`config.mk`:
```
export PLATFORM = sky130hd
export DESIGN_NAME = pll_reconf_seq
export DESIGN_NICKNAME = d
export VERILOG_FILES = /design/src/rtl/pll_reconf_seq.sv
export VERILOG_INCLUDE_DIRS = /design/src /design/src/rtl
export SDC_FILE = /design/constraint.sdc
export NUM_CORES = 1
export LEC_CHECK = 0
export ABC_AREA = 1
export BUFFER_PORTS_ARGS = -buffer_cell sky130_fd_sc_hd__buf_4
export CELL_PAD_IN_SITES_DETAIL_PLACEMENT = 0
export CELL_PAD_IN_SITES_GLOBAL_PLACEMENT = 1
export CORE_MARGIN = 3
export CORE_UTILIZATION = 36
export DETAILED_ROUTE_END_ITERATION = 7
export PLACE_DENSITY_LB_ADDON = 0.05
export SKIP_CTS_REPAIR_TIMING = 1
export SYNTH_ARGS = -nofsm -noshare
export SYNTH_HDL_FRONTEND = slang
export SYNTH_SLANG_ARGS = --single-unit
```
`constraint.sdc`:
```
create_clock -name clk_sys -period 1.1 [get_ports clk_sys]
set_input_delay 0.275 -clock clk_sys [delete_from_list [all_inputs] [get_ports clk_sys]]
set_output_delay 0.275 -clock clk_sys [all_outputs]
set_load 0.02 [all_outputs]
```
`src/rtl/boot_config.svh`:
```
`ifndef BOOT_CONFIG_SVH
`define BOOT_CONFIG_SVH

// byte address width of the shared memory bus
`define BOOT_ADDR_W 24

// first word written by a rom download
`define BOOT_START_ADDR 24'h40_0000

// depth of the stand-in ram, only the low word address bits are decoded
`define BOOT_RAM_WORDS 256

// download indices that count as rom loads
`define BOOT_ROM_IDX_A 8'd1
`define BOOT_ROM_IDX_B 8'd2

// cycles before a busy pll reconfig controller gets reset
`define BOOT_RECONF_TIMEOUT 1000

`endif
```
`src/rtl/pll_reconf_seq.sv`:
```
`timescale 1ns/1ps
`include "boot_config.svh"

module pll_reconf_seq (
	input  logic       clk_sys,
	input  logic       reset_i,
	input  logic [1:0] clk_select_i,
	input  logic       busy_i,
	output logic       write_from_rom_o,
	output logic       reconfig_o,
	output logic       reconf_reset_o
);

	localparam int TMO_W = $clog2(`BOOT_RECONF_TIMEOUT + 1);

	typedef enum logic [1:0] {
		ST_IDLE,
		ST_DELAY,	// one cycle after write_from_rom
		ST_WAIT_FREE,	// wait for busy low before reconfig
		ST_WAIT_DONE
	} state_t;

	state_t           state;
	logic [1:0]       sel_d;
	logic [TMO_W-1:0] tmo_q;

	always_ff @(posedge clk_sys) begin
		if (reset_i) begin
			state <= ST_IDLE;
			sel_d <= clk_select_i;	// no reconfig for the select seen at reset
			tmo_q <= '0;
			write_from_rom_o <= 1'b0;
			reconfig_o <= 1'b0;
			reconf_reset_o <= 1'b0;
		end else begin
			write_from_rom_o <= 1'b0;
			reconfig_o <= 1'b0;
			reconf_reset_o <= 1'b0;
			case (state)
				ST_IDLE: begin
					sel_d <= clk_select_i;
					if (sel_d != clk_select_i) begin
						write_from_rom_o <= 1'b1;	// load new settings from rom
						tmo_q <= TMO_W'(`BOOT_RECONF_TIMEOUT);
						state <= ST_DELAY;
					end
				end
				ST_DELAY: state <= ST_WAIT_FREE;
				ST_WAIT_FREE: begin
					tmo_q <= tmo_q - 1'b1;
					if (!busy_i) begin
						reconfig_o <= 1'b1;
						tmo_q <= TMO_W'(`BOOT_RECONF_TIMEOUT);
						state <= ST_WAIT_DONE;
					end else if (tmo_q == TMO_W'(1)) begin
						reconf_reset_o <= 1'b1;	// controller stuck
						state <= ST_IDLE;
					end
				end
				ST_WAIT_DONE: begin
					tmo_q <= tmo_q - 1'b1;
					if (!reconfig_o && !busy_i)
						state <= ST_IDLE;
					else if (tmo_q == TMO_W'(1)) begin
						reconf_reset_o <= 1'b1;
						state <= ST_IDLE;
					end
				end
				default: state <= ST_IDLE;
			endcase
		end
	end

endmodule

```
# Yosys cells after proc, flatten, opt, wreduce, memory -nomap -nowiden
# Cells that the tools add are included.
[word_totals] reg_bits=17 latchBits=0 ram_bits=0 mem_bits_ro=0 output_inout_bits=3 n_memories=0
[op_classes] add_sub_neg=1 mul=0 n_div=0 n_lt_le_gt_ge=0 n_eq_ne=6 shifts=0 n_mux=16 n_bitwise=2 n_reduce_logical=9
[op_table] op="10-bit one-hot mux with 3 select lines" count=1
[op_table] op="10-bit two-way mux" count=2
[op_table] op="2-bit two-way mux" count=6
[op_table] op="10-bit by 1-bit == test with 1-bit output, second input constant" count=1
[op_table] op="10-bit by 1-bit subtractor with 10-bit output, second input constant" count=1
[op_table] op="2-bit one-hot mux with 4 select lines" count=1
[op_table] op="1-bit two-way mux" count=5
[op_table] op="2-bit == test, second input constant" count=2
[op_table] op="2-bit OR reduction" count=2
[op_table] op="3-bit nonzero test" count=1
[op_table] op="2-bit by 1-bit == test with 1-bit output, second input constant" count=1
[op_table] op="1-bit logical NOT" count=2
[op_table] op="2-bit logical NOT" count=1
[op_table] op="2-bit != test" count=1
[op_table] op="2-bit != test, second input constant" count=1
[op_table] op="1-bit inverter" count=2
[op_table] op="1-bit one-hot mux with 2 select lines" count=1
[op_table] op="2-bit AND reduction" count=1
[op_table] op="2-bit nonzero test" count=1
[op_table] op="1-bit logical AND" count=1

# Logic depth before layout (Yosys ltp)
[depth] word_depth=4 mapped_depth=10

# Worst setup path before layout
# No wires, ideal clock.
[synth_path] path_type="flip-flop to flip-flop" startpoint="register sel_d[0]" endpoint="register tmo_q[9]" setup_ns=0.128 t_arrival_ns=1.091 required_ns=0.972 setup_slack_ns=-0.118 path_stages_with_launch=9 n_path_buf=0 synth_period_minus_slack_ns=1.218 path_cell_list="edfxtp_1 xnor2_2 nand2_1 nand2_2 nand2_4 nand2_1 nand2_1 nor2_1 nor2_1"
[synth_via] elab_chain_len=3
[synth_rtl] item="from (decl)" line_no="pll_reconf_seq.sv:24" text="logic [1:0] sel_d;"
[synth_rtl] item="from (signal assigned)" line_no="pll_reconf_seq.sv:30" text="sel_d <= clk_select_i;"
[synth_rtl] item="from (signal assigned)" line_no="pll_reconf_seq.sv:41" text="sel_d <= clk_select_i;"
[synth_rtl] item="2-bit != test" line_no="pll_reconf_seq.sv:42" text="if (sel_d != clk_select_i) begin"
[synth_rtl] item="2-bit != test (no source line)"
[synth_rtl] item="2-bit AND reduction (no source line)"
[synth_rtl] item="to (signal assigned)" line_no="pll_reconf_seq.sv:44" text="tmo_q <= TMO_W'(`BOOT_RECONF_TIMEOUT);"
[synth_rtl] item="to (signal assigned)" line_no="pll_reconf_seq.sv:50" text="tmo_q <= tmo_q - 1'b1;"
[synth_rtl] item="to (signal assigned)" line_no="pll_reconf_seq.sv:53" text="tmo_q <= TMO_W'(`BOOT_RECONF_TIMEOUT);"
[synth_rtl] item="to (decl)" line_no="pll_reconf_seq.sv:25" text="logic [TMO_W-1:0] tmo_q;"
# Every way passes these cells.
# A chain may end at the register's enable or synchronous reset.

# Worst setup path in the final report
# Ends and elaborated chain as after synthesis.

==> parameters.txt <==
Parameter                              Value

Run status
  Result of the run    finished with violations
  Violated checks    setup timing

Drt
  Detailed-route wire length    2290 um
  Drt wl/cell    12.0 um
  Routed via count divided by cell count    4.75
  Drt drc    0
  Antenna viol nets, final    0
  First-pass iteration count of the detailed router    4
  Vias    902
  First-iteration detailed-routing DRC count    5

Layout
  Antenna Cells    0
  Fraction of final layout cells sized beyond drive strength 1    0.420
  FILL cells    216
  Syn-to-layout area delta    51.2%
  Final nets    170

Critical path
  Total number of cells along the worst setup path    9
  Crit. End Element    flip-flop
  Required time of the critical path    1.30 ns
  Count of buffer and inverter cells on the critical path    1
  Slowest cell on crit path    sky130_fd_sc_hd__edfxtp_1
  Crit path max-delay family    simple AND/OR/NAND/NOR gates
  Startpoint Class    flip-flop
  Path type of the worst setup path    flip-flop to flip-flop
  Sequence of cells on the critical path    xnor2_2 -> nand2_1 -> nand2_4 -> buf_12 -> nand2_8 -> nand3_2 -> nand2_1 -> nor2_1 -> nor2_1
  Largest fanout on the critical path    7
  Worst r2r path cells    9
  Largest incremental delay on the critical path    0.42 ns
  Data arrival time of the critical path    1.58 ns

Timing
  Highest Clock Rate    727 MHz
  Setup repair after global routing missed its margin    true
  Actual transition at the worst max-transition pin    0.321 ns
  Final max-slew violation count    0
  Part of the cycle the worst path needs    1.25
  Post-layout min period    1.37 ns
  Worst-case setup margin in the final layout    -0.275 ns
  Clock Skews    0.00170 ns
  Post-Route Setup TNS    -2.67 ns
  Hold violation count in the final report    0
  Max-slew headroom    0.785
  Count of final setup violators    13

Die
  Die outline area    3030 um2
  I/O Pins    8
  Initial cell density of the core    0.384
  Area of the core    2250 um2
  Number of placement rows    17
  Chip height    55.0 um
  Chip Width    55.0 um

Synthesis
  Synth area leaders    sky130_fd_sc_hd__dfxtp_1 (35%), sky130_fd_sc_hd__nor2_1 (11%), sky130_fd_sc_hd__nand2_1 (9.5%)
  YS warnings    0
  Sequential element share of the synthesized area    0.416
  Post-synthesis net count    132
  FF+latch count, synth    17
  Post-synth top area share    0.347
  Avg Cell Area, Syn    6.93 um2
  Cell area after synthesis    866 um2
  Top cell type by total area after synthesis    sky130_fd_sc_hd__dfxtp_1
  Post-synthesis cell type count    21
  Gate count of the mapped netlist    125

Placement
  Number of I/O port buffers    7
  Total half-perimeter wirelength after legalization and detailed placement    1600 um
  Post-placement setup slack    -0.298 ns
  Weighted congestion at the end of routability-driven global placement    0.852

GRT
  Global-route wire length before repair    3420 um
  Overflow left after global routing    0
  Via count of the first global-routing pass    795
  Pin count of the biggest net entering global routing    17
  GRT Util Overall    0.164
  Initial antenna violation count    0

CTS
  Total CTS buffers    3
  Cell at the root of the clock tree    sky130_fd_sc_hd__clkbuf_4
  Number of buffers on the longest clock path    2
  Latest clock arrival within the worst-skew pair    0.29 ns
  CTS Sinks    17
  CTS HTree Levels    1
  TritonCTS clock tree    yes
  Clock-pin transition on the worst setup and hold timing paths    0.10 ns

Job
  Reported max-cap violation count    0

Pwr
  Power after layout    4.15 mW
  Largest voltage drop on the vdd net    0.00166 V
  Cell Pwr Density    3170 nW/um2
  Leak    0.629 nW

Min path
  Worst hold path depth    1
  Path category of the worst min-delay check    primary input to flip-flop
cell type report:
cell class | instances | area, um2 | area share
Timing Repair Buffer | 34 | 275 | 0.210
Multi-Input combinational cell | 88 | 529 | 0.404
Inverter | 19 | 73.8 | 0.0564
Tap cell | 28 | 35.0 | 0.0268
Sequential cell | 17 | 369 | 0.282
Clock buffer | 4 | 26.3 | 0.0201
Yosys cell counts (all sizes together):
cell	number
dfxtp	15
nor3	2
inv	19
nand2	24
a211oi	1
nor2	27
o2111ai	1
buf	1
nand3	13
xnor2	1
a21oi	10
edfxtp	2
clkbuf	1
nand4	1
o21ai	4
nor4	1
ha	2
routing by layer:
layer  vias to the layer above  track usage  routed length, um
li1                        474            -                  -
met2                         8        0.285               1160
met5                         -            0                  0
met1                       416        0.197               1060
met4                         0       0.0607                 31
met3                         4       0.0322                 43
cells in the final DEF (no fill, tap or decap), types with 2 or more instances in the layout:
master                     instances
sky130_fd_sc_hd__a21oi_1           7
sky130_fd_sc_hd__a21oi_2           3
sky130_fd_sc_hd__buf_4            31
sky130_fd_sc_hd__buf_6             2
sky130_fd_sc_hd__clkbuf_4          3
sky130_fd_sc_hd__dfxtp_1           8
sky130_fd_sc_hd__dfxtp_2           7
sky130_fd_sc_hd__edfxtp_1          2
sky130_fd_sc_hd__ha_1              2
sky130_fd_sc_hd__inv_1            17
sky130_fd_sc_hd__nand2_1          18
sky130_fd_sc_hd__nand2_2           3
sky130_fd_sc_hd__nand2_8           3
sky130_fd_sc_hd__nand3_1          10
sky130_fd_sc_hd__nand3_2           3
sky130_fd_sc_hd__nor2_1           21
sky130_fd_sc_hd__nor2_2            5
sky130_fd_sc_hd__nor3_1            2
sky130_fd_sc_hd__o21ai_0           2
final timing paths:
check / startpoint / end / slack, ns
max: sel_d[0]$_DFFE_PP_ / tmo_q[9]$_SDFFE_PP0P_ / -0.27
min: clk_select_i[1] / sel_d[1]$_DFFE_PP_ / 0.17
max reg2reg: sel_d[0]$_DFFE_PP_ / tmo_q[9]$_SDFFE_PP0P_ / -0.27
min reg2reg: tmo_q[1]$_SDFFE_PP0P_ / tmo_q[1]$_SDFFE_PP0P_ / 0.48
stage by stage:
step	utilization	hold slack, ns	std cells	cell area (um2)
final	0.580	0.169	190	1310
after global routing	0.580	0.158	190	1310
after CTS	0.507	0.158	184	1140
after detailed placement	0.495	0.466	180	1120
after global placement	0.495	0.461	180	1120
after floorplan	-	0.354	125	878
registers in the layout, summed over array words and instances (netlist names):
| register | count |
|---|---|
| reconfig_o | 1 |
| sel_d | 2 |
| state | 2 |
| reconf_reset_o | 1 |
| write_from_rom_o | 1 |
| tmo_q | 10 |
cell families after synthesis:
family | Yosys count | synth area share
XOR/XNOR | 1 | 0.0188
flip-flops | 17 | 0.416
AND/OR/NAND/NOR | 68 | 0.337
buffers and inverters | 21 | 0.0997
adder cells (fa/ha/maj) | 2 | 0.0289
AO/OA/AOI/OAI | 16 | 0.0997
where the power goes:
group	internal, mW	switching (mW)	total (mW)
clock network	0.141	0.208	0.349
logic	1.29	1.45	2.75
registers	0.887	0.172	1.06
total	2.32	1.83	4.15
No activity file was read; power rests on OpenSTA's default activity.
