### src/rtl/boot_config.svh
`ifndef BOOT_CONFIG_SVH
`define BOOT_CONFIG_SVH

// byte address width of the shared memory bus
`define BOOT_ADDR_W 24

// first word written by a rom download
`define BOOT_START_ADDR 24'h40_0000

// depth of the stand-in ram, only the low word address bits are decoded
`define BOOT_RAM_WORDS 256

// download indices that count as rom loads
`define BOOT_ROM_IDX_A 8'd1
`define BOOT_ROM_IDX_B 8'd2

// cycles before a busy pll reconfig controller gets reset
`define BOOT_RECONF_TIMEOUT 1000

`endif
### src/rtl/boot_pkg.sv
`include "boot_config.svh"

package boot_pkg;

	// one request on the shared memory bus
	// stb doubles as the cycle signal
	typedef struct packed {
		logic [`BOOT_ADDR_W-1:0] adr;	// byte address, word aligned
		logic [31:0]             dat;	// write data
		logic [3:0]              sel;	// byte lane selects
		logic                    we;
		logic                    stb;
	} mem_req_t;

	// one word assembled by the rom loader
	typedef struct packed {
		logic [`BOOT_ADDR_W-1:0] adr;
		logic [31:0]             dat;
		logic [3:0]              sel;	// partial words only select received lanes
	} load_word_t;

endpackage

### src/rtl/mem_arbiter.sv
`timescale 1ns/1ps
`include "boot_config.svh"

module mem_arbiter (
	input  logic                 clk_sys,
	input  logic                 reset_i,
	input  boot_pkg::load_word_t load_i,
	input  logic                 wr_i,
	input  logic                 loading_i,
	input  boot_pkg::mem_req_t   core_req_i,
	output logic                 core_ack_o,
	output logic [31:0]          core_rdat_o,
	output logic                 core_reset_o,
	output boot_pkg::mem_req_t   ram_req_o,
	input  logic                 ram_ack_i,
	input  logic [31:0]          ram_rdat_i
);

	import boot_pkg::*;

	logic     loader_stb;
	logic     loading_d;
	logic     rom_ready;
	logic     load_own;	// loader owns the ram bus
	mem_req_t loader_req;

	always_ff @(posedge clk_sys) begin
		if (reset_i) begin
			loader_stb <= 1'b0;
			loading_d <= 1'b0;
			rom_ready <= 1'b0;
		end else begin
			loading_d <= loading_i;
			if (loading_d && !loading_i)
				rom_ready <= 1'b1;	// sticky until reset
			if (wr_i)
				loader_stb <= 1'b1;
			else if (ram_ack_i)
				loader_stb <= 1'b0;
		end
	end

	// the partial last word is written just after loading_i drops,
	// so ownership stretches until that cycle has finished
	assign load_own = loading_i | loading_d | wr_i | loader_stb;

	assign loader_req.adr = {load_i.adr[`BOOT_ADDR_W-1:2], 2'b00};
	assign loader_req.dat = load_i.dat;
	assign loader_req.sel = load_i.sel;
	assign loader_req.we = 1'b1;	// loader only writes
	assign loader_req.stb = loader_stb;

	assign ram_req_o = load_own ? loader_req : core_req_i;
	assign core_ack_o = ram_ack_i & ~load_own;	// acks during a load belong to the loader
	assign core_rdat_o = ram_rdat_i;
	assign core_reset_o = ~rom_ready;

endmodule

### config.mk
export PLATFORM = sky130hd
export DESIGN_NAME = mem_arbiter
export DESIGN_NICKNAME = d
export VERILOG_FILES = /design/src/rtl/boot_pkg.sv /design/src/rtl/mem_arbiter.sv
export VERILOG_INCLUDE_DIRS = /design/src /design/src/rtl
export SDC_FILE = /design/constraint.sdc
export NUM_CORES = 1
export LEC_CHECK = 0
export BUFFER_PORTS_ARGS = -buffer_cell sky130_fd_sc_hd__buf_2
export CORE_AREA = 2 2 99 101
export CTS_BUF_LIST = sky130_fd_sc_hd__clkbuf_8
export CTS_CLUSTER_DIAMETER = 150
export DETAILED_ROUTE_END_ITERATION = 16
export DIE_AREA = 0 0 101 103
export SLEW_MARGIN = 15
export SYNTH_ARGS = -nofsm -noshare
export SYNTH_HDL_FRONTEND = slang
export SYNTH_SLANG_ARGS = --single-unit
### constraint.sdc
create_clock -name clk_sys -period 1.8 [get_ports clk_sys]
set_clock_uncertainty 0.1 [all_clocks]
set_input_delay 0.27 -clock clk_sys [delete_from_list [all_inputs] [get_ports clk_sys]]
set_output_delay 0.27 -clock clk_sys [all_outputs]
set_load 0.05 [all_outputs]
Yosys cells after proc, flatten, opt, wreduce, memory -nomap -nowiden
Cells that the tools add are included.
Word-level totals
  bits in registers: 3
  input bits: 159
  output and inout port bits: 96
  word-level logic and storage cells: 15
Operators by class
  muxes and demuxes: 3
  bitwise operators: 6
  reductions and logical operators: 3
Operator list (count)
  62-bit 2-to-1 mux: 1
  1-bit OR: 3
  1-bit 2-to-1 mux: 2
  1-bit NOT: 2
  2-bit nonzero test: 1
  1-bit AND: 1
  1-bit logical AND: 1
  1-bit logical NOT: 1

Depth between registers and ports, before layout
Gate-level depths: netlist of run 1.
  depth after elaboration: 5
  depth in mapped cells: 3
  gate-level depth less buffers: 2

Worst setup path before layout of run 1
Ideal clock, no wire load.
  path type: register -> output
  from: register loader_stb
  to: output ram_req_o[55] in the netlist's numbering
  data arrival time: 1.596 ns
  slack: -0.166 ns
  stages on the path, launching flop included: 4
  cell sequence: dfxtp_1 -> nor4_4 -> buf_6 -> mux2_1
RTL lines
  from (decl): RTL line mem_arbiter.sv:21  | logic loader_stb;
  from (signal assigned): RTL line mem_arbiter.sv:29  | loader_stb <= 1'b0;
  from (signal assigned): RTL line mem_arbiter.sv:37  | loader_stb <= 1'b1;
  from (signal assigned): RTL line mem_arbiter.sv:39  | loader_stb <= 1'b0;
  to (decl): RTL line mem_arbiter.sv:14  | output boot_pkg::mem_req_t ram_req_o,

==> results.sh, run 1 <==
export IMPL_antenna_found_initial=0
export IMPL_fin_nets=437
export IMPL_drive_gt1_share_pct=95.7
export IMPL_grt_overflow_total=0
export IMPL_wl_per_cell_um=14.1
export IMPL_pwr_share_comb_pct=80.3
export IMPL_post_route_worst_setup_slack_ns=-0.241
export IMPL_status="finished with violations"
export IMPL_path_clk_slew_ns=0.03
export IMPL_start_kind="register"
export IMPL_io_pins=255
export IMPL_route_detailed_drc=0
export IMPL_pwr_share_clk_pct=14.1
export IMPL_p_sw_share_pct=46.3
export IMPL_cp_buffers_inverters=4
export IMPL_intPower_uw=715
export IMPL_cts_max_path_buffers=2
export IMPL_cts_sinks=3
export IMPL_grt_pass1_wl_um=7180
export IMPL_grt_max_degree=17
export IMPL_fmax_mhz=490
export IMPL_wirelength_um=5500
export IMPL_yosysSeqAreaShare_pct=5.38
export IMPL_core_area_mm2=0.00946
export IMPL_setup_tns_ns=-11.11
export IMPL_period_share_pct=113
export IMPL_syn_to_final_growth_pct=148
export IMPL_ys_warn_count=0
export IMPL_power_density_mw_per_mm2=481
export IMPL_num_antenna_cells=0
export IMPL_period_minus_slack_ns=2.04
export IMPL_clk_latency_ns=0.21
export IMPL_vdd_drop_max_mv=0.282
export IMPL_synth_area_mm2=0.00112
export IMPL_slew_viol_final=0
export IMPL_initial_core_util_pct=11.8
export IMPL_layout_commonest_cell="buf_2"
export IMPL_max_cap_violations=0
export IMPL_synthesis_instances=113
export IMPL_cp_slowest_cell="dfxtp_2"
export IMPL_power_switching_uw=618
export IMPL_num_vias=1505
export IMPL_reg2reg_from="loader_stb"
export IMPL_rows=36
export IMPL_cts_tree="done"
export IMPL_routabilityCongestion=0.752
export IMPL_cts_buffers=3
export IMPL_critPathTopFamily="buffers and inverters"
export IMPL_hpwlAfterDp_um=4000
export IMPL_die_area_mm2=0.0104
export IMPL_p_total_uw=1330
export IMPL_hold_class="input port to register"
export IMPL_setup_viol=58
export IMPL_violations="negative setup slack"
export IMPL_rsz0062_at_grt="true"
export IMPL_holdWs_ns=0.140
export IMPL_synth_seq_cells=3
export IMPL_worst_slew_pin_slew_ns=0.253
export IMPL_worstPathArrival_ns=1.67
export IMPL_hold_viol_final=0
export IMPL_place_ws_ns=-0.256
export IMPL_worstPathMaxFanout=8
export IMPL_first_pass_iters=4
export IMPL_startpoint="loader_stb"
export IMPL_port_buffers=188
export IMPL_routed_via_density=3.85
export IMPL_final_cell_mix="buf_2 (126), mux2_4 (52), buf_6 (43)"
export IMPL_p_leak_uw=0.00146
export IMPL_yosys_top_cells_area="mux2_2 (52%), buf_4 (22%), buf_6 (6.0%)"
export IMPL_worst_ep_required_time_ns=1.43
export IMPL_relSlewSlack_pct=83.2
export IMPL_p_seq_share_pct=5.6
export IMPL_yosysTopAreaCell="mux2_2"
export IMPL_grt_pass1_vias=1533
export IMPL_die_w_um=101
export IMPL_hold_buffers=0
export IMPL_track_usage_pct=8.92
export IMPL_fp_dieH_um=103
export IMPL_syn_nets=272
export IMPL_hp_start="reset_i"
export IMPL_cts_root_buffer="clkbuf_8"
export IMPL_cpPeakStageDelay_ns=0.32
export IMPL_end_kind="primary output"
export IMPL_syn_avg_cell_area_um2=9.89
export IMPL_synth_cell_types=14
export IMPL_htree_levels=1
export IMPL_path_cells="nor4_4 -> buf_6 -> buf_12 -> buf_16 -> mux2_4 -> buf_8"
export IMPL_synth_top_area_share_pct=52.4
export IMPL_drtIter0Drc=7
export IMPL_ant_nets=0
export IMPL_critPathKind="register to primary output"
[cells in the mapped netlist, drive strengths merged]
cell type and instances:
inv 2, nor2b 1, nand2b 2, or2b 1
buf 38, dfxtp 3, a31o 1, and2 3
nor4 1, a21oi 2, nor2 1, mux2 58
[layer usage]
metal  GRT usage [%]  up-vias  wire length (um)
li1                -      694                 -
met1            9.31      674              1830
met2            17.4      117              3000
met3            1.56       20               529
met4            3.95        0               139
met5               0        -                 0
[flip-flops by register name, indices dropped and copies added, names as in the netlist]
name / count
loader_stb: 1
rom_ready: 1
loading_d: 1
[power groups by stage]
| stage | logic, uW | registers (uW) | clock network, uW |
|---|---|---|---|
| global placement | 787 | 74.8 | 0 |
| detailed placement | 793 | 74.9 | 0 |
| CTS | 1030 | 74.5 | 194 |
| global route | 1120 | 74.7 | 205 |
| finish | 1070 | 74.4 | 188 |
| floorplan | 744 | 74.7 | 0 |
[final cells by class]
cell class              count  area [um2]
multi-input cells          70         943
inverters                   2        7.51
fillers                  1012        6690
repair buffers            198        1570
flip-flops and latches      3        61.3
clock buffers               3        41.3
well taps                 114         143
clock inverters             1        3.75
[path summary, 6_finish.rpt]
check / to / slack (ns) / cells after the start
worst min register to register: rom_ready / 0.34 / 2
worst max register to register: loader_stb / 0.84 / 3
worst min-delay path: loader_stb / 0.14 / 2
worst max-delay path: ram_req_o[7] / -0.24 / 6
[timing repair]
item,in CTS,in global routing
setup endpoints to repair,62,62
pin swaps,1,1
setup buffers,2,0
gates resized for setup,162,36
gates cloned,3,0
[stage by stage]
step | std cells | utilization, % | area, um2
global placement | 382 | 20.8 | 1970
finish | 391 | 29.3 | 2770
floorplan | 113 | - | 1130
CTS | 391 | 27.9 | 2640
detailed placement | 382 | 20.8 | 1970
global route | 391 | 29.3 | 2770
[cell families after synthesis]
kind of cell           share of synthesized area, %
muxes                                          58.5
buffers and inverters                          28.2
and+or+nand+nor                                6.27
AOI/OAI and AO/OA                              1.68
DFF                                            5.38
Power figures use the tool's default switching activity.
==> run 2: changes to the inputs <==
--- a/config.mk
+++ b/config.mk
@@ -7,11 +7,11 @@
 export NUM_CORES = 1
 export LEC_CHECK = 0
 export BUFFER_PORTS_ARGS = -buffer_cell sky130_fd_sc_hd__buf_2
-export CORE_AREA = 2 2 99 101
+export CORE_AREA = 2 2 100 102
 export CTS_BUF_LIST = sky130_fd_sc_hd__clkbuf_8
 export CTS_CLUSTER_DIAMETER = 150
 export DETAILED_ROUTE_END_ITERATION = 16
-export DIE_AREA = 0 0 101 103
+export DIE_AREA = 0 0 102 104
 export SLEW_MARGIN = 15
 export SYNTH_ARGS = -nofsm -noshare
 export SYNTH_HDL_FRONTEND = slang
==> constraint.sdc (replaced) <==
create_clock -name clk_sys -period 2.6 [get_ports clk_sys]
set_clock_uncertainty 0.1 [all_clocks]
set_input_delay 0.39 -clock clk_sys [delete_from_list [all_inputs] [get_ports clk_sys]]
set_output_delay 0.39 -clock clk_sys [all_outputs]
set_load 0.05 [all_outputs]
==> results.sh, run 2 (synthesis results as in run 1) <==
export IMPL_track_usage_pct=7.04
export IMPL_grt_max_degree=63
export IMPL_cts_tree="done"
export IMPL_drive_gt1_share_pct=91.8
export IMPL_setup_tns_ns=0
export IMPL_p_leak_uw=0.00105
export IMPL_hpwlAfterDp_um=3850
export IMPL_critPathTopFamily="buffers and inverters"
export IMPL_port_buffers=188
export IMPL_end_kind="primary output"
export IMPL_reg2reg_from="loader_stb"
export IMPL_core_area_mm2=0.00955
export IMPL_power_density_mw_per_mm2=362
export IMPL_cts_max_path_buffers=2
export IMPL_routed_via_density=3.44
export IMPL_post_route_worst_setup_slack_ns=0.252
export IMPL_htree_levels=1
export IMPL_syn_to_final_growth_pct=77.4
export IMPL_drtIter0Drc=15
export IMPL_hold_path_cell_count=2
export IMPL_regToRegSetupSlack_ns=1.66
export IMPL_wl_per_cell_um=11.0
export IMPL_initial_core_util_pct=11.7
export IMPL_first_pass_iters=4
export IMPL_clk_latency_ns=0.22
export IMPL_slew_viol_final=0
export IMPL_hold_class="input port to register"
export IMPL_die_w_um=102
export IMPL_grt_overflow_total=0
export IMPL_status="complete, no violations"
export IMPL_max_cap_violations=0
export IMPL_period_minus_slack_ns=2.35
export IMPL_rr_worst_depth=2
export IMPL_reg_largest_list="loader_stb x1, loading_d x1, rom_ready x1"
export IMPL_routabilityCongestion=0.674
export IMPL_period_share_pct=90.3
export IMPL_p_total_uw=717
export IMPL_fill_cells=1073
export IMPL_cts_sinks=3
export IMPL_hold_viol_final=0
export IMPL_holdPathEnd="rom_ready"
export IMPL_hp_start="reset_i"
export IMPL_r2r_end="loader_stb"
export IMPL_io_pins=255
export IMPL_grt_pass1_vias=1322
export IMPL_ant_nets=0
export IMPL_worstPathMaxFanout=62
export IMPL_vdd_drop_max_mv=0.272
export IMPL_wirelength_um=4410
export IMPL_hold_buffers=0
export IMPL_layout_commonest_cell="buf_2"
export IMPL_place_ws_ns=0.321
export IMPL_cts_setup_buffers=0
export IMPL_final_cells=401
export IMPL_num_vias=1378
export IMPL_antenna_found_initial=0
export IMPL_cts_root_buffer="clkbuf_8"
export IMPL_startpoint="loader_stb"
export IMPL_fin_nets=428
export IMPL_dp_cells=397
export IMPL_num_antenna_cells=0
export IMPL_worst_ep_required_time_ns=2.11
export IMPL_cp_slowest_cell="mux2_2"
export IMPL_setup_viol=0
export IMPL_post_cts_resized=0
export IMPL_relSlewSlack_pct=79.4
export IMPL_worst_slew_pin_slew_ns=0.309
export IMPL_grt_pass1_wl_um=6070
export IMPL_cpPeakStageDelay_ns=0.41
export IMPL_final_cell_mix="buf_2 (188), mux2_2 (52), mux2_1 (6)"
export IMPL_cts_buffers=3
export IMPL_fp_dieH_um=104
export IMPL_route_detailed_drc=0
export IMPL_critPathKind="register to primary output"
export IMPL_fmax_mhz=426
export IMPL_start_kind="register"
export IMPL_cp_buffers_inverters=2
export IMPL_path_cells="nor4_4 -> buf_12 -> mux2_2 -> buf_2"
export IMPL_rsz0062_at_grt="false"
export IMPL_path_clk_slew_ns=0.03
export IMPL_rows=36
export IMPL_worstPathArrival_ns=1.86
export IMPL_die_area_mm2=0.0106
## run 2: where the power goes
group,total [uW],internal [uW],switching (uW)
Clock,132,101,31.4
Combinational,534,181,353
Sequential,51.6,49.1,2.48
## run 2: how the worst max path moves through the flow
stage,end,slack (ns),depth (start not counted)
detailed placement,ram_req_o[2],0.32,5
finish,ram_req_o[61],0.25,4
global placement,ram_req_o[2],0.34,5
floorplan,ram_req_o[55],0.47,3
CTS,ram_req_o[2],0.25,4
global route,ram_req_o[42],0.18,4
## run 2: metal layers
metal | vias up | global-route usage (%) | part of all wire (%)
li1 | 673 | - | -
met3 | 10 | 1.21 | 9.4
met2 | 79 | 12.9 | 51
met4 | 0 | 2.67 | 1.5
met1 | 616 | 7.95 | 38
met5 | - | 0 | 0
## run 2: worst register-to-register path: cells and delay by family, from the launching register on
kind,cells,cell delay [ns]
AND/OR/NAND/NOR,1,0.24
AO/OA/AOI/OAI,1,0.14
flip-flops,1,0.38
## run 2: stage by stage
| stage | utilization (%) | instance area, um2 | hold WS [ns] |
|---|---|---|---|
| 3_3_place_gp | 20.3 | 1940 | 0.337 |
| 5_1_grt | 20.8 | 1980 | 0.291 |
| 6_report | 20.8 | 1980 | 0.276 |
| 3_5_place_dp | 20.3 | 1940 | 0.345 |
| 4_1_cts | 20.8 | 1980 | 0.268 |
| 2_1_floorplan | - | 1120 | 0.359 |
## run 2: cell type report
cell class	count	area, um2	share of cell area, %
multi-input cells	70	742	37.4
inverters	2	7.51	0.379
repair buffers	189	961	48.5
well taps	133	166	8.40
clock inverters	1	3.75	0.189
clock buffers	3	41.3	2.08
flip-flops and latches	3	60.1	3.03
