### config.mk
export PLATFORM = sky130hd
export DESIGN_NAME = rom_loader
export DESIGN_NICKNAME = d
export VERILOG_FILES = /design/src/rtl/boot_pkg.sv /design/src/rtl/rom_loader.sv
export VERILOG_INCLUDE_DIRS = /design/src /design/src/rtl
export SDC_FILE = /design/constraint.sdc
export NUM_CORES = 1
export LEC_CHECK = 0
export ABC_AREA = 0
export BUFFER_PORTS_ARGS = -buffer_cell sky130_fd_sc_hd__buf_2
export CAP_MARGIN = 10
export CORE_ASPECT_RATIO = 0.8
export CORE_MARGIN = 1.5
export CORE_UTILIZATION = 55
export DETAILED_ROUTE_END_ITERATION = 10
export GPL_TIMING_DRIVEN = 0
export HOLD_SLACK_MARGIN = 0.02
export PLACE_DENSITY = 0.85
export RECOVER_POWER = 50
export SETUP_SLACK_MARGIN = 0.2
export SLEW_MARGIN = 20
export SYNTH_ARGS = -nofsm -noshare
export SYNTH_HDL_FRONTEND = slang
export SYNTH_SLANG_ARGS = --single-unit
### constraint.sdc
create_clock -name clk_sys -period 10.2 [get_ports clk_sys]
set_input_delay 2.04 -clock clk_sys [delete_from_list [all_inputs] [get_ports clk_sys]]
set_output_delay 2.04 -clock clk_sys [all_outputs]
set_load 0.02 [all_outputs]
### src/rtl/boot_config.svh
`ifndef BOOT_CONFIG_SVH
`define BOOT_CONFIG_SVH

// byte address width of the shared memory bus
`define BOOT_ADDR_W 24

// first word written by a rom download
`define BOOT_START_ADDR 24'h40_0000

// depth of the stand-in ram, only the low word address bits are decoded
`define BOOT_RAM_WORDS 256

// download indices that count as rom loads
`define BOOT_ROM_IDX_A 8'd1
`define BOOT_ROM_IDX_B 8'd2

// cycles before a busy pll reconfig controller gets reset
`define BOOT_RECONF_TIMEOUT 1000

`endif
### src/rtl/boot_pkg.sv
`include "boot_config.svh"

package boot_pkg;

	// one request on the shared memory bus
	// stb doubles as the cycle signal
	typedef struct packed {
		logic [`BOOT_ADDR_W-1:0] adr;	// byte address, word aligned
		logic [31:0]             dat;	// write data
		logic [3:0]              sel;	// byte lane selects
		logic                    we;
		logic                    stb;
	} mem_req_t;

	// one word assembled by the rom loader
	typedef struct packed {
		logic [`BOOT_ADDR_W-1:0] adr;
		logic [31:0]             dat;
		logic [3:0]              sel;	// partial words only select received lanes
	} load_word_t;

endpackage

### src/rtl/rom_loader.sv
`timescale 1ns/1ps
`include "boot_config.svh"

module rom_loader (
	input  logic                 clk_sys,
	input  logic                 reset_i,
	input  logic                 downloading_i,
	input  logic [7:0]           dio_index_i,
	input  logic [7:0]           byte_i,
	input  logic                 byte_stb_i,
	output boot_pkg::load_word_t load_o,
	output logic                 wr_o,
	output logic                 loading_o
);

	logic                    rom_idx;
	logic                    loading_d;
	logic                    load_end;	// falling edge of a rom download
	logic [1:0]              byte_cnt;
	logic [31:0]             word_q;
	logic [`BOOT_ADDR_W-1:0] addr_q;

	assign rom_idx = (dio_index_i == `BOOT_ROM_IDX_A) || (dio_index_i == `BOOT_ROM_IDX_B);
	assign loading_o = downloading_i & rom_idx;
	assign load_end = loading_d & ~loading_o;

	// byte counter, address and write strobe
	always_ff @(posedge clk_sys) begin
		if (reset_i) begin
			loading_d <= 1'b0;
			wr_o <= 1'b0;
			byte_cnt <= 2'd0;
			addr_q <= `BOOT_START_ADDR;
		end else begin
			loading_d <= loading_o;
			wr_o <= 1'b0;
			if (loading_o && byte_stb_i) begin
				byte_cnt <= byte_cnt + 2'd1;
				if (byte_cnt == 2'd3) begin	// fourth byte completes the word
					wr_o <= 1'b1;
					addr_q <= addr_q + `BOOT_ADDR_W'(4);
				end
			end else if (load_end) begin
				wr_o <= (byte_cnt != 2'd0);	// flush a partial word
				byte_cnt <= 2'd0;
				addr_q <= `BOOT_START_ADDR;
			end else if (!loading_o) begin
				// idle, next download starts from the base again
				byte_cnt <= 2'd0;
				addr_q <= `BOOT_START_ADDR;
			end
		end
	end

	// word assembly, lowest lane first
	always_ff @(posedge clk_sys) begin
		if (loading_o && byte_stb_i) begin
			word_q[{byte_cnt, 3'b000} +: 8] <= byte_i;
			if (byte_cnt == 2'd3) begin
				load_o.adr <= addr_q;
				load_o.dat <= {byte_i, word_q[23:0]};
				load_o.sel <= 4'b1111;
			end
		end else if (load_end) begin
			load_o.adr <= addr_q;
			load_o.dat <= word_q;
			load_o.sel <= (4'b0001 << byte_cnt) - 4'd1;	// lanes received so far
		end
	end

endmodule

* Word-level counts from Yosys, hierarchy flattened
Index checks and enable logic that the tools add are counted.
** Word-level totals
- Flip-flop bits (word level) :: 120
- Input bits :: 20
- Output and inout bits :: 62
- Word-level logic and storage cells :: 43
** Operators by class
- Add/sub/neg operators :: 4
- Eq/ne operators :: 5
- Shift operators :: 3
- Mux-type cells :: 14
- Bitwise logic cells :: 3
- Reduce and logical (&&, ||, !) cells :: 6
** Operators by type and width (count)
- $mux W60 :: 3
- $mux W24 :: 4
- $bwmux W32 :: 1
- $shift A8 B7 Y32 const A :: 1
- $shiftx A8 B7 Y32 :: 1
- $add A24 B3 Y24 const B :: 1
- $eq A8 B1 Y1 const B :: 1
- $eq A8 B2 Y1 const B :: 1
- $neg A5 Y7 :: 1
- $mux W2 :: 3
- $reduce_and A2 Y1 :: 2
- $reduce_bool A2 Y1 :: 2
- $shl A1 B2 Y4 const A :: 1
- $sub A4 B1 Y4 const B :: 1
- $mux W1 :: 3
- $ne A3 B1 Y1 const B :: 1
- $add A2 B1 Y2 const B :: 1
- $and A1 B1 Y1 :: 2
- $eq A2 B2 Y1 const B :: 1
- $ne A2 B1 Y1 const B :: 1
- $logic_and A1 B1 Y1 :: 1
- $logic_or A1 B1 Y1 :: 1
- $not A1 Y1 :: 1

* Depth between registers and ports, before layout
Gate-level depths: netlist of the first run.
- Depth in word-level cells :: 7
- Mapped depth :: 8
- Depth with buffers taken out :: 6

* Least setup slack after synthesis of the first run
OpenSTA, ideal clock, no wires.
- Path type :: input to register
- Start :: in dio_index_i[0]
- End :: reg load_o[0] (netlist bit) (enable)
- Library setup time :: 0.554 ns
- Arrival time :: 6.511 ns
- Required time :: 9.646 ns
- Slack :: 3.135 ns
- Stages :: 3
- Path buffers :: 0
- Path through :: xnor2_1 nor3_4 o21ai_0
** Between the ends
- Longest elaborated chain between the ends :: 7
- Elaborated cells on any way between the ends :: 10
- Those cells by class :: 3 x eq/ne; 3 x bitwise; 4 x reduce/logical
** RTL lines
- start, declared :: RTL line rom_loader.sv:8 : input logic [7:0] dio_index_i,
- $eq A8 B1 Y1 (no line) or $eq A8 B2 Y1 (tied branches)
- $logic_or A1 B1 Y1 (*) :: RTL line rom_loader.sv:23 : assign rom_idx = (dio_index_i == `BOOT_ROM_IDX_A) || (dio_index_i == `BOOT_ROM_IDX_B);
- $and A1 B1 Y1 (*) :: RTL line rom_loader.sv:24 : assign loading_o = downloading_i & rom_idx;
- named net loading_o :: RTL line rom_loader.sv:13 : output logic loading_o
- $not A1 Y1 :: RTL line rom_loader.sv:25 : assign load_end = loading_d & ~loading_o;
- $and A1 B1 Y1 :: RTL line rom_loader.sv:25
- $reduce_bool A2 Y1 (no line)
- $reduce_and A2 Y1 (no line) (*)
- end, declared :: RTL line rom_loader.sv:11 : output boot_pkg::load_word_t load_o,
Mark *: on every way through the listed nets, which the timed path passes. The rest lies on a longest branch.
A chain may end at the register's enable or synchronous reset.

* Worst setup path in the final report of the first run
- Start :: in dio_index_i[6]
- End :: out loading_o
** Between the ends
- Longest elaborated chain between the ends :: 3
- Elaborated cells on any way between the ends :: 4
- Those cells by class :: 2 x eq/ne; 1 x bitwise; 1 x reduce/logical
** RTL lines (RTL line)
- $eq A8 B1 Y1 (no line) or $eq A8 B2 Y1 (tied branches)
- $logic_or A1 B1 Y1 (*) :: rom_loader.sv:23
- $and A1 B1 Y1 (*) :: rom_loader.sv:24
- end, declared :: rom_loader.sv:13
Every way passes the cells marked *; elsewhere a longest branch is shown, timed or not.

==> metrics.txt, run 1 <==
Synth top cells by count edfxtp_1 (90), and2_1 (36), dfxtp_1 (26); status finished, final reports clean; global-route wire length before repair 14150 um; sw frac 19.49%; area of the mapped netlist 4509 sq um; minimum clock period 5857 ps; Clock Sinks 116; CTS tree yes; initial core utilization 56.75%; # nets final 433; P per Cell Area 186.5 nW/um^2; Worst-Skew Late Latency approximately 500 ps; Synth area leader edfxtp_1; # diodes 0; largest net degree at the start of global routing 23; top cell type's share of synthesized area 59.93%; Post-synth EDFFs 90; Comb power frac 1.2%; Area Overhead vs Synth 23.20%; GRT overflow 0; die width approximately 100 um; top cells by area, synth edfxtp_1 (60%), dfxtp_1 (12%), and2_1 (5.0%); Clk network pwr share 50.2%; CP Max Fanout 5; router iterations before antenna repair 5; WP data required 8160 ps; final critical-path share of the clock period 57.43%; Site Rows 29; routability cong. 0.8154; ANT nets after route 0; share of cells above drive strength 1 19.33%; Clock transition at path regs approximately 60 ps; initial antenna violation count 0; root buffer cell clkbuf_8; Fin Setup TNS 0 ps; die area between 8000 and 9000 sq um; total core area 7946 sq um; Slew Viols, Final 0; cell area after placement 5105 sq um; synthesized area per cell 14.74 sq um; Layout fillers ~560; gr usage total roughly 22%; Netlist cell types 44; depth of the CTS H-tree 4; Final Cell Area 5555 sq um; CP arrival 3820 ps; Net Sw Power 0.2020 mW; Static Leak 1.705 nW; total wire length 8750 um; DRC 0; vias per inst roughly 5.4; Internal Pwr Total 0.8343 mW; vias in the first global route 2785; Clock Tree Buf Depth 2; CTS hold repair buffers 0; RSZ-0062 raised after global routing false; # Post-CTS Setup Buffers 0; CP endpoint kind output port; clock skew 9.566 ps; Final Setup Violations 0; post-DP HPWL 5907 um; top_reg_cell synth edfxtp_1; via count 2846; CP Launch Type primary input; total of max-cap violations 0; share of flip-flops with an asynchronous set or reset 0%; yosys warns 0; fmax 170.7 MHz; Worst Hold Class reg -> reg; Yosys reg bits 116; IO buf count 78; sequential-to-total area share from yosys stat 71.48%; 1st-iter DRT viols 174; Worst slew margin 33.22%; top-count cell post-synth edfxtp_1; total power draw 1.036 mW; Seq pwr share 48.6%; CTS Buf Count 17; IO Pins 82; DR WL/cell roughly 17 um; Post-CTS Resized 0; Slew @ Worst Pin about 1000 ps; Mapped Cells 306; critical path class in -> out; Final Hold Fails 0; worst IR drop on VDD 0.0001097 V; Die Ht approximately 84 um
-- stage by stage --
stage / hold slack (ps) / std cells / worst slack [ps] / utilization (%)
3_5_place_dp: 405.4 / 495 / 4877 / 64.24
4_1_cts: 418.9 / 527 / 4880 / 70.90
5_1_grt: 426.5 / 527 / 4269 / 69.91
6_report: 415.9 / 527 / 4343 / 69.91
2_1_floorplan: 400.3 / 307 / 3135 / -
3_3_place_gp: 400.2 / 493 / 1519 / 63.41
-- layer usage --
| layer | routed length (um) | track usage (%) | share of wire, % |
|---|---|---|---|
| met1 | 3926 | 28.55 | 45 |
| met2 | 4145 | 32.81 | 47 |
| met3 | 562 | 8.587 | 6.4 |
| met4 | 115 | 8.712 | 1.3 |
| met5 | 0 | 0 | 0 |
-- worst max-delay path: stages --
cell,delay (ps)
buf_2,110
or4b_2,670
nor3_1,710
buf_2,300
-- flip-flops by register name, indices dropped and copies added (netlist names) --
| register | cells |
|---|---|
| word_q | 32 |
| byte_cnt | 2 |
| loading_d | 1 |
| addr_q | 22 |
| wr_o | 1 |
| load_o | 58 |
-- cell type report --
class                   instances  area, sq um  share of cell area, %
clock buffers                  21        439.2                  7.905
multi-input cells             170         1174                  21.13
inverters                       8        31.28                 0.5631
well taps                     108        135.1                  2.432
plain buffers                  13        81.33                  1.464
repair buffers                 80        381.6                  6.869
flip-flops and latches        116         3223                  58.02
clock inverters                11        90.09                  1.622
-- cells by family after synthesis --
kind of cell	synth area share [%]
flops	71.48
buf+inv	2.497
mux	2.442
other cells	0.08316
simple gates	14.65
fa+ha+maj	1.942
compound gates	5.549
xor+xnor	1.360
-- power by group through the flow --
| stage | Sequential, mW | Clock (mW) | Combinational, mW |
|---|---|---|---|
| 6_report | 0.504 | 0.520 | 0.0126 |
| 4_1_cts | 0.504 | 0.525 | 0.0132 |
| 5_1_grt | 0.503 | 0.549 | 0.0139 |
| 3_5_place_dp | 0.513 | 0 | 0.0131 |
| 2_1_floorplan | 0.514 | 0 | 0.00549 |
| 3_3_place_gp | 0.513 | 0 | 0.0126 |
-- worst paths after layout --
check	startpoint	end	slack (ps)	cells after the start
min reg2reg	word_q[22]	load_o[26]	420	0
min	word_q[22]	load_o[26]	420	0
max	dio_index_i[6]	loading_o	4340	4
max reg2reg	byte_cnt[0]	addr_q[5]	7800	8
-- placed cells by master, fill, tap and decap left out, types with 2 or more instances in the layout --
cell type	count
mux2i_1	2
inv_1	7
or3_1	5
clkbuf_16	16
nand3_1	9
nand2_1	13
clkbuf_2	2
buf_16	2
o31ai_1	13
mux2_2	5
xnor2_1	3
clkbuf_8	2
buf_2	30
dfxtp_1	26
nor2_1	5
buf_6	2
and2_1	5
nor3b_1	3
xor2_1	4
nor3_1	2
ha_1	7
clkbuf_1	57
buf_4	3
mux2_1	3
nand4_1	3
and3_1	4
o21ai_0	3
a21oi_1	16
conb_1	2
or4_1	14
edfxtp_1	90
and2_0	31
nand2b_1	3
clkinvlp_4	3
nor4_1	2
clkinv_2	5
(Power assumes the default switching activity.)
==> inputs of run 2 (changes only) <==
--- a/config.mk
+++ b/config.mk
@@ -11,11 +11,11 @@
 export CAP_MARGIN = 10
 export CORE_ASPECT_RATIO = 0.8
 export CORE_MARGIN = 1.5
-export CORE_UTILIZATION = 55
+export CORE_UTILIZATION = 50
 export DETAILED_ROUTE_END_ITERATION = 10
 export GPL_TIMING_DRIVEN = 0
 export HOLD_SLACK_MARGIN = 0.02
-export PLACE_DENSITY = 0.85
+export PLACE_DENSITY = 0.82
 export RECOVER_POWER = 50
 export SETUP_SLACK_MARGIN = 0.2
 export SLEW_MARGIN = 20
==> constraint.sdc (replaced) <==
create_clock -name clk_sys -period 4.7 [get_ports clk_sys]
set_input_delay 0.94 -clock clk_sys [delete_from_list [all_inputs] [get_ports clk_sys]]
set_output_delay 0.94 -clock clk_sys [all_outputs]
set_load 0.02 [all_outputs]
==> metrics.txt, run 2 (synthesized netlist as in run 1, its figures left out) <==
status finished, final reports clean; die width 109.2 um; Worst Hold Class reg -> reg; Area Overhead vs Synth 24.78%; clock skew 10.46 ps; share of cells above drive strength 1 17.18%; 1st-iter DRT viols 190; # nets final 433; RSZ-0062 raised after global routing false; Final Setup Violations 0; CTS hold repair buffers 0; fmax roughly 270 MHz; total of max-cap violations 0; max reg flops 58; minimum clock period 3705 ps; # Post-CTS Setup Buffers 0; Slew Viols, Final 0; WP data required a little under 5000 ps; Die Ht 87.94 um; vias in the first global route 2658; Post-CTS Resized 0; Top reg by flops load_o; largest net degree at the start of global routing 25; DR WL/cell 16.42 um; CTS tree yes; Clock Sinks about 120; Static Leak about 1.8 nW; DP Cell Count 499; gr usage total 19.40%; root buffer cell clkbuf_16; global-route wire length before repair 13340 um; post-DP HPWL 5684 um; Worst-Skew Late Latency 410 ps; Final Hold Fails 0; router iterations before antenna repair 5; # diodes 0; Slew @ Worst Pin ~830 ps; initial antenna violation count 0; vias per inst 5.328; total wire length 8718 um; CTS Buf Count 17; CP Max Fanout 22; Site Rows 30; IO Pins 82; routability cong. 0.7946; via count 2829; final critical-path share of the clock period between 70% and 80%; fin cells 531; most common cell after layout, fill and taps aside edfxtp_1; Clock Tree Buf Depth 2; Fin Setup TNS 0 ps; GRT overflow 0; most frequent cells in the layout edfxtp_1 (90), clkbuf_1 (64), dfxtp_1 (26); depth of the CTS H-tree 4; worst IR drop on VDD 0.0002656 V; critical path class in -> reg; ANT nets after route 0; CP Launch Type primary input; Layout fillers 639; P per Cell Area around 430 nW/um^2; total core area between 8000 and 9000 sq um; Largest regs load_o x58, word_q x32, addr_q x22; CP endpoint kind register; die area 9601 sq um; DRC 0; CP arrival 3820 ps; Clock transition at path regs 50 ps; Worst slew margin between 40 and 50%; IO buf count between 70 and 80; initial core utilization 52.23%
## run 2: through the flow
step | util, % | hold slack [ps] | area, sq um | worst slack [ps] | power [mW]
6_report | 65.17 | 411.9 | 5627 | 995.1 | 2.440
5_1_grt | 65.17 | 420.1 | 5627 | 792.8 | 2.501
4_1_cts | 66.30 | 415.4 | 5724 | 1583 | 2.452
3_5_place_dp | 59.19 | 405.6 | 5110 | 1365 | 1.142
3_3_place_gp | 58.46 | 401.7 | 5047 | 743.8 | 1.141
2_1_floorplan | - | 400.3 | 4517 | 1205 | 1.126
## run 2: final cells by class
| type | instances | area (sq um) | area share, % |
|---|---|---|---|
| plain buffers | 13 | 73.82 | 1.312 |
| clock buffers | 17 | 425.4 | 7.561 |
| clock inverters | 15 | 188.9 | 3.358 |
| inverters | 8 | 31.28 | 0.5559 |
| multi-input cells | 170 | 1174 | 20.86 |
| flip-flops and latches | 116 | 3223 | 57.28 |
| well taps | 112 | 140.1 | 2.491 |
| repair buffers | 80 | 370.4 | 6.582 |
## run 2: worst paths after layout
check	slack [ps]	to	cells after the start	from
max reg2reg	2280	addr_q[15]	8	byte_cnt[0]
min	410	load_o[8]	0	word_q[4]
max	1000	load_o[31]	9	dio_index_i[5]
min reg2reg	410	load_o[8]	0	word_q[4]
## run 2: worst max-delay path, cell delays in order
cell and delay [ps]:
buf_2 100, or4b_1 510, nor3_1 670, nand2_2 160
clkinvlp_2 230, clkbuf_1 410, nand2_1 240, o21ai_4 300
buf_16 250
## run 2: power breakdown
| group | switching (mW) | leakage (nW) | internal (mW) |
|---|---|---|---|
| registers | 0.000144 | 0.980 | 1.09 |
| clock network | 0.441 | 0.297 | 0.879 |
| logic | 0.0152 | 0.541 | 0.0114 |
## run 2: routing by layer
metal	track usage [%]	wire length, um	vias up
li1	-	-	1355
met5	0	0	-
met4	9.681	48	0
met2	28.52	4089	131
met1	24.83	3872	1339
met3	8.259	707	4
==> inputs of run 3 (changes only) <==
==> constraint.sdc (replaced) <==
create_clock -name clk_sys -period 3.3 [get_ports clk_sys]
set_input_delay 0.66 -clock clk_sys [delete_from_list [all_inputs] [get_ports clk_sys]]
set_output_delay 0.66 -clock clk_sys [all_outputs]
set_load 0.02 [all_outputs]
==> metrics.txt, run 3 (synthesized netlist as in run 1, its figures left out) <==
via count 2885; Worst slew margin around 43%; Site Rows 30; RSZ-0062 raised after global routing false; CTS tree yes; crit-path cells buf_2 > or4b_1 > nor3_4 > nand2_1 > clkinvlp_2 > buf_6 > nand2_1 > o21ai_4 > buf_16; GRT overflow 0; Final Hold Fails 0; Die Ht 87.94 um; largest net degree at the start of global routing 24; IO Pins 82; minimum clock period about 2800 ps; depth of the CTS H-tree 4; IO buf count 78; P per Cell Area 583.4 nW/um^2; Slew Viols, Final 0; CTS Buf Count 17; max reg flops 58; fmax 353.7 MHz; most frequent cells in the layout edfxtp_1 (90), clkbuf_1 (64), dfxtp_1 (26); 1st-iter DRT viols 109; initial core utilization 52.23%; CP Max Fanout 23; CTS hold repair buffers 0; router iterations before antenna repair 4; initial antenna violation count 0; vias per inst between 5 and 6; Clock Sinks 116; final critical-path share of the clock period 85.69%; CP arrival roughly 2900 ps; worst IR drop on VDD around 0.00035 V; die width ~110 um; routability cong. 0.8001; Clock transition at path regs ~50 ps; R2R Setup Slk 880 ps; Worst Hold Class reg -> reg; Worst-Skew Late Latency 400 ps; cell mode on critical path nand2_1; gr usage total 20.39%; vias in the first global route 2871; pre-CTS WS 240.2 ps; critical path class in -> reg; root buffer cell clkbuf_16; global-route wire length before repair 14080 um; Final Setup Violations 0; total of max-cap violations 0; total wire length 9264 um; CP Launch Type primary input; ANT nets after route 0; Fin Setup TNS 0 ps; Post-CTS Resized 0; final setup margin 472.4 ps; CP endpoint kind register; # nets final 433; Top reg by flops load_o; die area about 9600 sq um; Static Leak 1.784 nW; Area Overhead vs Synth 23.45%; Worst path max stage delay 550 ps; clock skew 7.720 ps; DR WL/cell ~17 um; share of cells above drive strength 1 16.95%; post-layout util 64.48%; Critical Path Slowest Stage Cell or4b_1; DRC 0; # Post-CTS Setup Buffers 0; total power draw ~3.2 mW; # diodes 0; WP data required approximately 3400 ps; Slew @ Worst Pin 852.2 ps; Largest regs load_o x58, word_q x32, addr_q x22; post-DP HPWL 6061 um; status finished, final reports clean; total core area 8633 sq um; most common cell after layout, fill and taps aside edfxtp_1; Clock Tree Buf Depth 2
==> run 3: cell count changes in the layout (fill, tap and decap cells not counted), sizes merged <==
cell,previous run,this run
bufinv,4,1
clkinvlp,3,5
buf,27,28
clkinv,9,8
inv,7,8
==> run 3: worst max-delay path: cells and delay by family <==
family | cells | cell delay [ps]
buffers and inverters | 4 | 780
and+or+nand+nor | 4 | 1180
AOI/OAI and AO/OA | 1 | 300
==> run 3: final timing paths <==
path	end	startpoint	cells after the start
hold / removal	load_o[8]	word_q[4]	0
setup / recovery	load_o[33]	dio_index_i[5]	9
setup reg to reg	addr_q[5]	byte_cnt[0]	8
hold reg to reg	load_o[8]	word_q[4]	0
==> run 3: per-layer routing <==
layer  vias to the layer above  global-route usage, %  wire, um
li1                       1360                      -         -
met1                      1399                  26.23      4045
met2                       116                  32.84      4525
met3                        10                  6.027       594
met4                         0                  8.146        98
met5                         -                      0         0
==> run 3: per-stage QoR <==
stage	area, sq um	hold WS, ps	std cells
finish	5567	418.4	531
global route	5567	420.1	531
CTS	5653	419.6	531
detailed placement	5110	404.5	499
global placement	5055	403.7	497
floorplan	4524	400.3	307
==> run 3: where the power goes <==
part | total, mW | switching (mW) | internal, mW
clock network | 1.65 | 0.626 | 1.02
logic | 0.0396 | 0.0229 | 0.0167
registers | 1.56 | 0.000223 | 1.56
total | 3.25 | 0.650 | 2.60
==> run 3: layout make-up <==
cell class              instances  area (sq um)
multi-input cells             170          1177
flip-flops and latches        116          3223
clock buffers                  18         429.2
well taps                     112         140.1
clock inverters                14         113.9
inverters                       8         31.28
fillers                       660          3067
plain buffers                  13         81.33
repair buffers                 80         370.4
